`config.mk`:
```
export PLATFORM = sky130hd
export DESIGN_NAME = s2_top
export DESIGN_NICKNAME = d
export VERILOG_FILES = /design/src/verilog/core_pkg.sv /design/src/verilog/imm_gen.sv /design/src/verilog/regfile.sv /design/src/verilog/s2_control.sv /design/src/verilog/s2_top.sv
export VERILOG_INCLUDE_DIRS = /design/src /design/src/verilog
export SDC_FILE = /design/constraint.sdc
export NUM_CORES = 2
export LEC_CHECK = 0
export BUFFER_PORTS_ARGS = -buffer_cell sky130_fd_sc_hd__buf_2
export CAP_MARGIN = 20
export CORE_ASPECT_RATIO = 1.4
export CORE_UTILIZATION = 50
export CTS_CLUSTER_DIAMETER = 120
export DETAILED_ROUTE_END_ITERATION = 10
export PLACE_DENSITY = 0.68
export SYNTH_ARGS = -nofsm -noshare
export SYNTH_HDL_FRONTEND = slang
export SYNTH_SLANG_ARGS = --single-unit
```
`constraint.sdc`:
```
create_clock -name clk -period 1.6 [get_ports clk]
set_input_delay 0.08 -clock clk [delete_from_list [all_inputs] [get_ports clk]]
set_output_delay 0.08 -clock clk [all_outputs]
set_load 0.02 [all_outputs]
```
`src/verilog/s2_defines.svh`:
```
// ==============================
// Stage 2 width macros
// Data width, register index
// width and register count
// ==============================

`ifndef S2_DEFINES_SVH
`define S2_DEFINES_SVH

// Instruction and register data width
`define S2_XLEN 32

// Register index width, enough for x0..x31
`define S2_REG_IDX_W 5

// Architectural integer registers
`define S2_NUM_REGS 32

`endif

```
`src/verilog/core_pkg.sv`:
```
// ==============================
// Core types for stage 2
// Word and index types, opcode,
// format, ALU and compare enums,
// instruction format union
// ==============================

`default_nettype none

`include "s2_defines.svh"

package core_pkg;

    typedef logic [`S2_XLEN-1:0] word_t;
    typedef logic [`S2_REG_IDX_W-1:0] reg_idx_t;

    // Major opcodes, taken from instr[6:2]
    typedef enum logic [4:0] {
        OPCODE_LOAD     = 5'b00000,
        OPCODE_CUSTOM_0 = 5'b00010,
        OPCODE_MISC_MEM = 5'b00011,
        OPCODE_OP_IMM   = 5'b00100,
        OPCODE_AUIPC    = 5'b00101,
        OPCODE_STORE    = 5'b01000,
        OPCODE_AMO      = 5'b01011,
        OPCODE_OP       = 5'b01100,
        OPCODE_LUI      = 5'b01101,
        OPCODE_BRANCH   = 5'b11000,
        OPCODE_JALR     = 5'b11001,
        OPCODE_JAL      = 5'b11011,
        OPCODE_SYSTEM   = 5'b11100
    } opcode_e;

    typedef enum logic [2:0] {
        INSTR_FORMAT_R,
        INSTR_FORMAT_I,
        INSTR_FORMAT_S,
        INSTR_FORMAT_B,
        INSTR_FORMAT_U,
        INSTR_FORMAT_J,
        INSTR_FORMAT_OTHER
    } instr_format_e;

    typedef enum logic [3:0] {
        ALU_ADD, ALU_SUB, ALU_SLL, ALU_SLT, ALU_SLTU,
        ALU_XOR, ALU_SRL, ALU_SRA, ALU_OR, ALU_AND
    } alu_op_e;

    // Values match the branch funct3 encoding directly
    typedef enum logic [2:0] {
        CMP_EQ  = 3'b000,
        CMP_NE  = 3'b001,
        CMP_LT  = 3'b100,
        CMP_GE  = 3'b101,
        CMP_LTU = 3'b110,
        CMP_GEU = 3'b111
    } cmp_op_e;

    // Field views of one 32-bit instruction, MSB first
    typedef struct packed {
        logic [6:0] funct7; reg_idx_t rs2; reg_idx_t rs1;
        logic [2:0] funct3; reg_idx_t rd; logic [6:0] opcode;
    } r_t;
    typedef struct packed {
        logic [11:0] imm_11_0; reg_idx_t rs1;
        logic [2:0] funct3; reg_idx_t rd; logic [6:0] opcode;
    } i_t;
    typedef struct packed {
        logic [6:0] imm_11_5; reg_idx_t rs2; reg_idx_t rs1;
        logic [2:0] funct3; logic [4:0] imm_4_0; logic [6:0] opcode;
    } s_t;
    typedef struct packed {
        logic imm_12; logic [5:0] imm_10_5; reg_idx_t rs2; reg_idx_t rs1;
        logic [2:0] funct3; logic [3:0] imm_4_1; logic imm_11; logic [6:0] opcode;
    } b_t;
    typedef struct packed {
        logic [19:0] imm_31_12; reg_idx_t rd; logic [6:0] opcode;
    } u_t;
    typedef struct packed {
        logic imm_20; logic [9:0] imm_10_1; logic imm_11;
        logic [7:0] imm_19_12; reg_idx_t rd; logic [6:0] opcode;
    } j_t;

    typedef union packed {
        r_t r; i_t i; s_t s; b_t b; u_t u; j_t j;
    } instr_u;

endpackage

`default_nettype wire

```
`src/verilog/imm_gen.sv`:
```
// ==============================
// Immediate generator
// Sign-extended I/S/B/J and
// U immediates per format
// ==============================

`timescale 1ns/1ps
`default_nettype none

`include "s2_defines.svh"

module imm_gen (
    input  core_pkg::word_t         instr,
    input  core_pkg::instr_format_e format,
    output core_pkg::word_t         imm
);

    core_pkg::instr_u iw;

    // Same word, viewed through whichever format applies
    assign iw = instr;

    always_comb begin
        case (format)
            core_pkg::INSTR_FORMAT_I:
                imm = {{(`S2_XLEN-12){iw.i.imm_11_0[11]}}, iw.i.imm_11_0};
            core_pkg::INSTR_FORMAT_S:
                imm = {{(`S2_XLEN-12){iw.s.imm_11_5[6]}}, iw.s.imm_11_5, iw.s.imm_4_0};
            // Branch offsets are in halfwords, bit 0 is always zero
            core_pkg::INSTR_FORMAT_B:
                imm = {{(`S2_XLEN-12){iw.b.imm_12}}, iw.b.imm_11,
                       iw.b.imm_10_5, iw.b.imm_4_1, 1'b0};
            // Upper immediate, low 12 bits cleared
            core_pkg::INSTR_FORMAT_U:
                imm = {iw.u.imm_31_12, 12'b0};
            core_pkg::INSTR_FORMAT_J:
                imm = {{(`S2_XLEN-20){iw.j.imm_20}}, iw.j.imm_19_12,
                       iw.j.imm_11, iw.j.imm_10_1, 1'b0};
            // R and OTHER carry no immediate
            default:
                imm = '0;
        endcase
    end

endmodule

`default_nettype wire

```
`src/verilog/regfile.sv`:
```
// ==============================
// Integer register file
// 32x32, two registered reads,
// one write, x0 fixed at zero
// ==============================

`timescale 1ns/1ps
`default_nettype none

`include "s2_defines.svh"

module regfile (
    input  logic               clk,
    input  logic               rst_n,
    input  logic               rd_en,
    input  core_pkg::reg_idx_t rs1_idx,
    input  core_pkg::reg_idx_t rs2_idx,
    output core_pkg::word_t    rs1_data,
    output core_pkg::word_t    rs2_data,
    input  logic               wb_valid,
    input  core_pkg::reg_idx_t wb_idx,
    input  core_pkg::word_t    wb_data
);

    core_pkg::word_t regs [`S2_NUM_REGS];

    // Read value with x0 forced to zero and same-cycle write forwarded
    function automatic core_pkg::word_t read_port(input core_pkg::reg_idx_t idx);
        if (idx == '0)
            return '0;
        else if (wb_valid && (wb_idx == idx))
            return wb_data;
        else
            return regs[idx];
    endfunction

    always_ff @(posedge clk or negedge rst_n) begin
        if (!rst_n) begin
            for (int k = 0; k < `S2_NUM_REGS; k++)
                regs[k] <= '0;
            rs1_data <= '0;
            rs2_data <= '0;
        end else begin
            // Writes to x0 are dropped
            if (wb_valid && (wb_idx != '0))
                regs[wb_idx] <= wb_data;
            if (rd_en) begin
                rs1_data <= read_port(rs1_idx);
                rs2_data <= read_port(rs2_idx);
            end
        end
    end

endmodule

`default_nettype wire

```
`src/verilog/s2_control.sv`:
```
// ==============================
// Stage 2 control
// INIT/RUN/HALT state machine,
// legality and format decode,
// ALU and compare decode,
// registered decode bundle
// ==============================

`timescale 1ns/1ps
`default_nettype none

module s2_control (
    input  logic                    clk,
    input  logic                    rst_n,
    input  logic                    instr_valid,
    input  core_pkg::word_t         instr,
    input  core_pkg::word_t         imm,
    output core_pkg::instr_format_e format_comb,
    output logic                    accept,
    output logic                    dec_valid,
    output logic                    dec_illegal,
    output logic                    dec_rd_we,
    output logic                    dec_cond_branch,
    output logic                    dec_uncond_branch,
    output core_pkg::instr_format_e dec_format,
    output core_pkg::alu_op_e       dec_alu_op,
    output core_pkg::cmp_op_e       dec_cmp_op,
    output core_pkg::reg_idx_t      dec_rd,
    output core_pkg::reg_idx_t      dec_rs1,
    output core_pkg::reg_idx_t      dec_rs2,
    output core_pkg::word_t         dec_imm,
    output logic                    halted
);

    typedef enum logic [1:0] {ST_INIT, ST_RUN, ST_HALT} state_e;

    state_e              state_q;
    state_e              state_d;
    core_pkg::opcode_e   opcode;
    logic [2:0]          funct3;
    logic                unsupported;
    logic                illegal;
    logic                halt_req;
    logic                load;
    core_pkg::alu_op_e   alu_op;
    core_pkg::cmp_op_e   cmp_op;
    logic                rd_we;
    logic                cond_branch;
    logic                uncond_branch;

    assign opcode = core_pkg::opcode_e'(instr[6:2]);
    assign funct3 = instr[14:12];

    // Strobes only count in RUN; INIT and HALT drop them
    assign accept   = instr_valid && (state_q == ST_RUN);
    // Custom-0 stands in for a halt and yields no decode
    assign halt_req = accept && (opcode == core_pkg::OPCODE_CUSTOM_0);
    assign load     = accept && !halt_req;
    assign halted   = (state_q == ST_HALT);

    always_comb begin
        case (state_q)
            ST_INIT: state_d = ST_RUN;
            ST_RUN:  state_d = halt_req ? ST_HALT : ST_RUN;
            ST_HALT: state_d = ST_HALT;
            // Unknown encoding, park in HALT
            default: state_d = ST_HALT;
        endcase
    end

    always_comb begin
        unsupported = 1'b0;
        format_comb = core_pkg::INSTR_FORMAT_OTHER;
        case (opcode)
            core_pkg::OPCODE_OP, core_pkg::OPCODE_AMO:
                format_comb = core_pkg::INSTR_FORMAT_R;
            core_pkg::OPCODE_LOAD, core_pkg::OPCODE_MISC_MEM,
            core_pkg::OPCODE_OP_IMM, core_pkg::OPCODE_JALR:
                format_comb = core_pkg::INSTR_FORMAT_I;
            core_pkg::OPCODE_STORE:  format_comb = core_pkg::INSTR_FORMAT_S;
            core_pkg::OPCODE_BRANCH: format_comb = core_pkg::INSTR_FORMAT_B;
            core_pkg::OPCODE_LUI, core_pkg::OPCODE_AUIPC:
                format_comb = core_pkg::INSTR_FORMAT_U;
            core_pkg::OPCODE_JAL:    format_comb = core_pkg::INSTR_FORMAT_J;
            // SYSTEM and CUSTOM_0 are legal but have no fixed format here
            core_pkg::OPCODE_SYSTEM, core_pkg::OPCODE_CUSTOM_0:
                format_comb = core_pkg::INSTR_FORMAT_OTHER;
            default: unsupported = 1'b1;
        endcase
    end

    assign illegal = unsupported || (instr[1:0] != 2'b11)
                  || (instr == '0) || (instr == '1);

    // ALU op; OP_IMM only uses bit 30 for the arithmetic shift
    always_comb begin
        alu_op = core_pkg::ALU_ADD;
        if (opcode == core_pkg::OPCODE_OP || opcode == core_pkg::OPCODE_OP_IMM) begin
            case (funct3)
                3'b000: begin
                    if (opcode == core_pkg::OPCODE_OP && instr[30])
                        alu_op = core_pkg::ALU_SUB;
                end
                3'b001: alu_op = core_pkg::ALU_SLL;
                3'b010: alu_op = core_pkg::ALU_SLT;
                3'b011: alu_op = core_pkg::ALU_SLTU;
                3'b100: alu_op = core_pkg::ALU_XOR;
                3'b101: alu_op = instr[30] ? core_pkg::ALU_SRA : core_pkg::ALU_SRL;
                3'b110: alu_op = core_pkg::ALU_OR;
                default: alu_op = core_pkg::ALU_AND;
            endcase
        end
    end

    // Compare op and control flags
    always_comb begin
        cmp_op = core_pkg::CMP_EQ;
        if (opcode == core_pkg::OPCODE_BRANCH)
            cmp_op = core_pkg::cmp_op_e'(funct3);
        rd_we = (opcode == core_pkg::OPCODE_OP) || (opcode == core_pkg::OPCODE_OP_IMM)
             || (opcode == core_pkg::OPCODE_LOAD) || (opcode == core_pkg::OPCODE_LUI)
             || (opcode == core_pkg::OPCODE_AUIPC) || (opcode == core_pkg::OPCODE_JAL)
             || (opcode == core_pkg::OPCODE_JALR) || (opcode == core_pkg::OPCODE_AMO);
        cond_branch   = (opcode == core_pkg::OPCODE_BRANCH);
        uncond_branch = (opcode == core_pkg::OPCODE_JAL) || (opcode == core_pkg::OPCODE_JALR);
        // Illegal words must not write or redirect
        if (illegal) begin
            rd_we         = 1'b0;
            cond_branch   = 1'b0;
            uncond_branch = 1'b0;
        end
    end

    always_ff @(posedge clk or negedge rst_n) begin
        if (!rst_n) begin
            state_q           <= ST_INIT;
            dec_valid         <= 1'b0;
            dec_illegal       <= 1'b0;
            dec_rd_we         <= 1'b0;
            dec_cond_branch   <= 1'b0;
            dec_uncond_branch <= 1'b0;
            dec_format        <= core_pkg::INSTR_FORMAT_R;
            dec_alu_op        <= core_pkg::ALU_ADD;
            dec_cmp_op        <= core_pkg::CMP_EQ;
            dec_rd            <= '0;
            dec_rs1           <= '0;
            dec_rs2           <= '0;
            dec_imm           <= '0;
        end else begin
            state_q   <= state_d;
            dec_valid <= load;
            // Bundle holds between strobes
            if (load) begin
                dec_illegal       <= illegal;
                dec_rd_we         <= rd_we;
                dec_cond_branch   <= cond_branch;
                dec_uncond_branch <= uncond_branch;
                dec_format        <= format_comb;
                dec_alu_op        <= alu_op;
                dec_cmp_op        <= cmp_op;
                dec_rd            <= instr[11:7];
                dec_rs1           <= instr[19:15];
                dec_rs2           <= instr[24:20];
                dec_imm           <= imm;
            end
        end
    end

endmodule

`default_nettype wire

```
`src/verilog/s2_top.sv`:
```
// ==============================
// Stage 2 top level
// Control, immediate generator
// and register file
// ==============================

`timescale 1ns/1ps
`default_nettype none

module s2_top (
    input  logic                    clk,
    input  logic                    rst_n,
    input  logic                    instr_valid,
    input  core_pkg::word_t         instr,
    input  logic                    wb_valid,
    input  core_pkg::reg_idx_t      wb_idx,
    input  core_pkg::word_t         wb_data,
    output logic                    dec_valid,
    output logic                    dec_illegal,
    output core_pkg::instr_format_e dec_format,
    output core_pkg::alu_op_e       dec_alu_op,
    output core_pkg::cmp_op_e       dec_cmp_op,
    output core_pkg::reg_idx_t      dec_rd,
    output core_pkg::reg_idx_t      dec_rs1,
    output core_pkg::reg_idx_t      dec_rs2,
    output logic                    dec_rd_we,
    output logic                    dec_cond_branch,
    output logic                    dec_uncond_branch,
    output core_pkg::word_t         dec_imm,
    output core_pkg::word_t         rs1_data,
    output core_pkg::word_t         rs2_data,
    output logic                    halted
);

    core_pkg::instr_format_e format_comb;
    core_pkg::word_t         imm;
    core_pkg::reg_idx_t      rs1_idx;
    core_pkg::reg_idx_t      rs2_idx;
    // Accepted strobe, doubles as the register read enable
    logic                    accept;

    // Source indices sit at fixed bit positions in every format
    assign rs1_idx = instr[19:15];
    assign rs2_idx = instr[24:20];

    s2_control u_control (
        .clk(clk), .rst_n(rst_n), .instr_valid(instr_valid), .instr(instr), .imm(imm),
        .format_comb(format_comb), .accept(accept), .dec_valid(dec_valid),
        .dec_illegal(dec_illegal), .dec_rd_we(dec_rd_we), .dec_cond_branch(dec_cond_branch),
        .dec_uncond_branch(dec_uncond_branch), .dec_format(dec_format),
        .dec_alu_op(dec_alu_op), .dec_cmp_op(dec_cmp_op), .dec_rd(dec_rd),
        .dec_rs1(dec_rs1), .dec_rs2(dec_rs2), .dec_imm(dec_imm), .halted(halted)
    );

    imm_gen u_imm_gen (.instr(instr), .format(format_comb), .imm(imm));

    // Read data lands on the same edge as the decode bundle
    regfile u_regfile (
        .clk(clk), .rst_n(rst_n), .rd_en(accept), .rs1_idx(rs1_idx), .rs2_idx(rs2_idx),
        .rs1_data(rs1_data), .rs2_data(rs2_data), .wb_valid(wb_valid), .wb_idx(wb_idx),
        .wb_data(wb_data)
    );

endmodule

`default_nettype wire
```
==> metrics.yaml <==
final_max_slew_viol_count: 0
place_hpwl_mm: 135
worstHoldStart: "instr[3]"
tritoncts: "done"
status: "complete, but fails checks"
rsz0062_at_grt: "true"
antenna_found_initial: 12
synth_top_area_cell: "dfrtp_1"
r2r_slack_ns: -0.34
ys_types: 69
timing.critical_path.buf_inv: 2
track_usage_pct: 35.7
synthesis.nets: 4143
start_util_pct: 50.4
std_cell_rows: 149
post-route-drc-count: 0
port_buffers: 199
worstSetupEndpointType: "register"
clk_latency_ns: 0.77
r2r_cells: 7
r2r-end: "u_regfile.rs2_data[24]"
power.density_mw_per_mm2: 1190
slew_headroom_pct: 26.2
syn-instance-count: 4069
cts-root-buf: "clkbuf_16"
gr-total-overflow: 0
worstMarginPinSlew_ns: 1.10
synth-async-reset-ratio_pct: 100
critPathKind: "reg -> reg"
cts-buffers-inserted: 111
min_to: "u_control.dec_illegal"
routed_wl_mm: 213
dpl_cell_area_mm2: 0.0688
nets: 4861
drive_gt1_share_pct: 58.7
core-area_mm2: 0.118
tns_ns: -19.89
synth.most_common_cell: "dfrtp_1"
vias: 43500
violations: "setup timing"
ant_nets: 0
cp_num_cells: 7
clkPwrFrac_pct: 31.3
fmax_mhz: 517
grt_max_degree: 106
cp_slowest_stage_delay_ns: 0.37
hold_depth: 6
p_leak_nw: 33.5
ioPinCount: 200
seq_area_frac_synth_pct: 48.6
fin_crit_sh_pct: 121
grt_pass1_wl_mm: 309
yosysWarnings: 0
cp_slowest_cell: "dfrtp_1"
cap_violations: 0
clk_pin_slew_worst_paths_ns: 0.06
period_minus_slack_ns: 1.94
sw_frac_of_total_pct: 29.2
avgSynthCellArea_um2: 14.6
clock-sinks: 1152
wire_per_inst_um: 33.0
internal_power_mw: 63.4
mappedNetlistArea_mm2: 0.0593
die_h_um: 410
cp_cell_sequence: "nand3b_1 -> buf_6 -> a21oi_4 -> o31ai_4 -> buf_12 -> nor4_4 -> a221o_1"
ir_drop_mv: 0.953
clock_path_buffers: 3
cp.arrival_ns: 2.63
power_switching_mw: 26.1
die_w_um: 293
setup_ws_ns: -0.336
worst_setup_path_start_kind: "register"
crit_family: "compound AO/OA/AOI/OAI gates"
synth_area_leaders: "dfrtp_1, mux2_2, mux4_2"
viasPerCell: 6.72
synth_edf_count: 0
ys_top_cells_by_count: "dfrtp_1, mux2_2, mux4_2"
comb_power_share_pct: 24.9
hold_viol: 0
power_frac_seq_pct: 43.8
gp_congestion: 0.898
worstReg2RegStart: "u_control.state_q[1]"
die-area_mm2: 0.120
synth_top_area_share_pct: 48.6
dr.pass1.iters: 6
synth_ff_type: "dfrtp_1"
cp_max_fo: 7
grt_pass1_vias: 45100
ys_seq_elements: 1152
drt_iter0_drc: 4600
area_growth_pct: 27.0
setup_viol: 120
critPathRequiredTime_ns: 2.29
hold_path.class: "in -> reg"
postLayoutCellArea_mm2: 0.0753
fin_worst_skew_ns: 0.0280
htreeDepth: 3
[worst reg2reg max path, stage by stage, from the launching register on]
cell and delay (ns):
dfrtp_1 0.37, nand3b_1 0.22, buf_6 0.18, a21oi_4 0.17
o31ai_4 0.24, buf_12 0.24, nor4_4 0.30, a221o_1 0.14
[flip-flops by register name, summed over array words and instances, names as in the netlist, 2 cells and up]
name                  flops
u_control.dec_imm        32
u_control.dec_format      3
u_control.dec_rd          5
u_control.dec_rs2         5
u_control.dec_cmp_op      3
u_control.dec_alu_op      4
u_control.state_q         2
u_regfile.regs         1024
u_control.dec_rs1         5
u_regfile.rs1_data       32
u_regfile.rs2_data       32
[worst max path at each step]
| stage | start | slack (ns) | endpoint |
|---|---|---|---|
| after global routing | u_control.state_q[1] | -0.37 | u_control.dec_imm[18] |
| final | u_control.state_q[1] | -0.34 | u_regfile.rs2_data[24] |
| after floorplan | instr[6] | -0.38 | u_control.dec_imm[11] |
| after detailed placement | instr[20] | -0.62 | u_regfile.rs2_data[7] |
| after CTS | u_control.state_q[1] | -0.30 | u_control.dec_imm[15] |
| after global placement | instr[20] | -0.61 | u_regfile.rs2_data[8] |
[through the flow]
step	hold slack, ns	util [%]	total power [mW]	setup slack, ns	instances
2_1_floorplan	-0.216	-	51.2	-0.375	4069
3_3_place_gp	-0.0226	58.5	59.2	-0.607	6160
3_5_place_dp	-0.0272	58.5	60.1	-0.622	6160
4_1_cts	0.00988	63.5	89.0	-0.295	6460
5_1_grt	0.0391	64.0	92.7	-0.367	6467
6_report	0.0186	64.0	89.6	-0.336	6474
[layout by cell type, fill, tap and decap left out, drive strengths merged, types with 33 or more instances in the layout]
| master | count |
|---|---|
| dfrtp | 1152 |
| mux2 | 997 |
| buf | 986 |
| mux4 | 463 |
| clkbuf | 170 |
| nand2 | 153 |
| mux2i | 123 |
| a22o | 99 |
| o21ai | 80 |
| dlygate4sd3 | 66 |
| nor4 | 58 |
| a22oi | 55 |
| a221o | 53 |
| nor3 | 47 |
| nor2 | 42 |
| nor2b | 40 |
| o22ai | 33 |
[kinds of logic after synthesis]
family | after synthesis | synth area share (%)
muxes | 1583 | 38.6
DFF | 1152 | 48.6
buffers and inverters | 469 | 3.36
AOI/OAI and AO/OA | 451 | 5.87
and+or+nand+nor | 403 | 3.41
xor gates and xnor gates | 10 | 0.148
adders and majority gates | 1 | 0.0211
[power by group through the flow]
stage	combinational, mW	sequential, mW	clock, mW
6_report	22.3	39.3	28.0
5_1_grt	23.6	39.8	29.3
4_1_cts	21.7	39.0	28.2
3_5_place_dp	20.5	39.5	0
3_3_place_gp	20.0	39.2	0
2_1_floorplan	12.4	38.8	0
[routing by layer]
metal | part of all wire, % | wire, um | track usage, %
met3 | 9.6 | 20400 | 7.93
met5 | 0.028 | 60 | 0
met2 | 47 | 101000 | 56.6
met4 | 6.9 | 14700 | 21.0
met1 | 36 | 77300 | 45.0
[layout make-up]
class / count / area, um2
Antenna cell: 8 / 20.0
Clock buffer: 165 / 3300
Clock inverter: 42 / 533
Fill cell: 8420 / 42300
Inverter: 15 / 61.3
Multi-Input combinational cell: 2448 / 30200
Sequential cell: 1152 / 28800
Tap cell: 1585 / 1980
Timing Repair Buffer: 1059 / 10400
[what timing repair did]
item,4_1_cts,5_1_grt
cloned,6,3
setup buffers,23,7
pin swaps,100,67
endpoints found under the setup margin,121,127
endpoints found under the hold margin,2101,1
resized for setup,188,134
hold buffers,67,1
No activity file was read; power rests on OpenSTA's default activity.
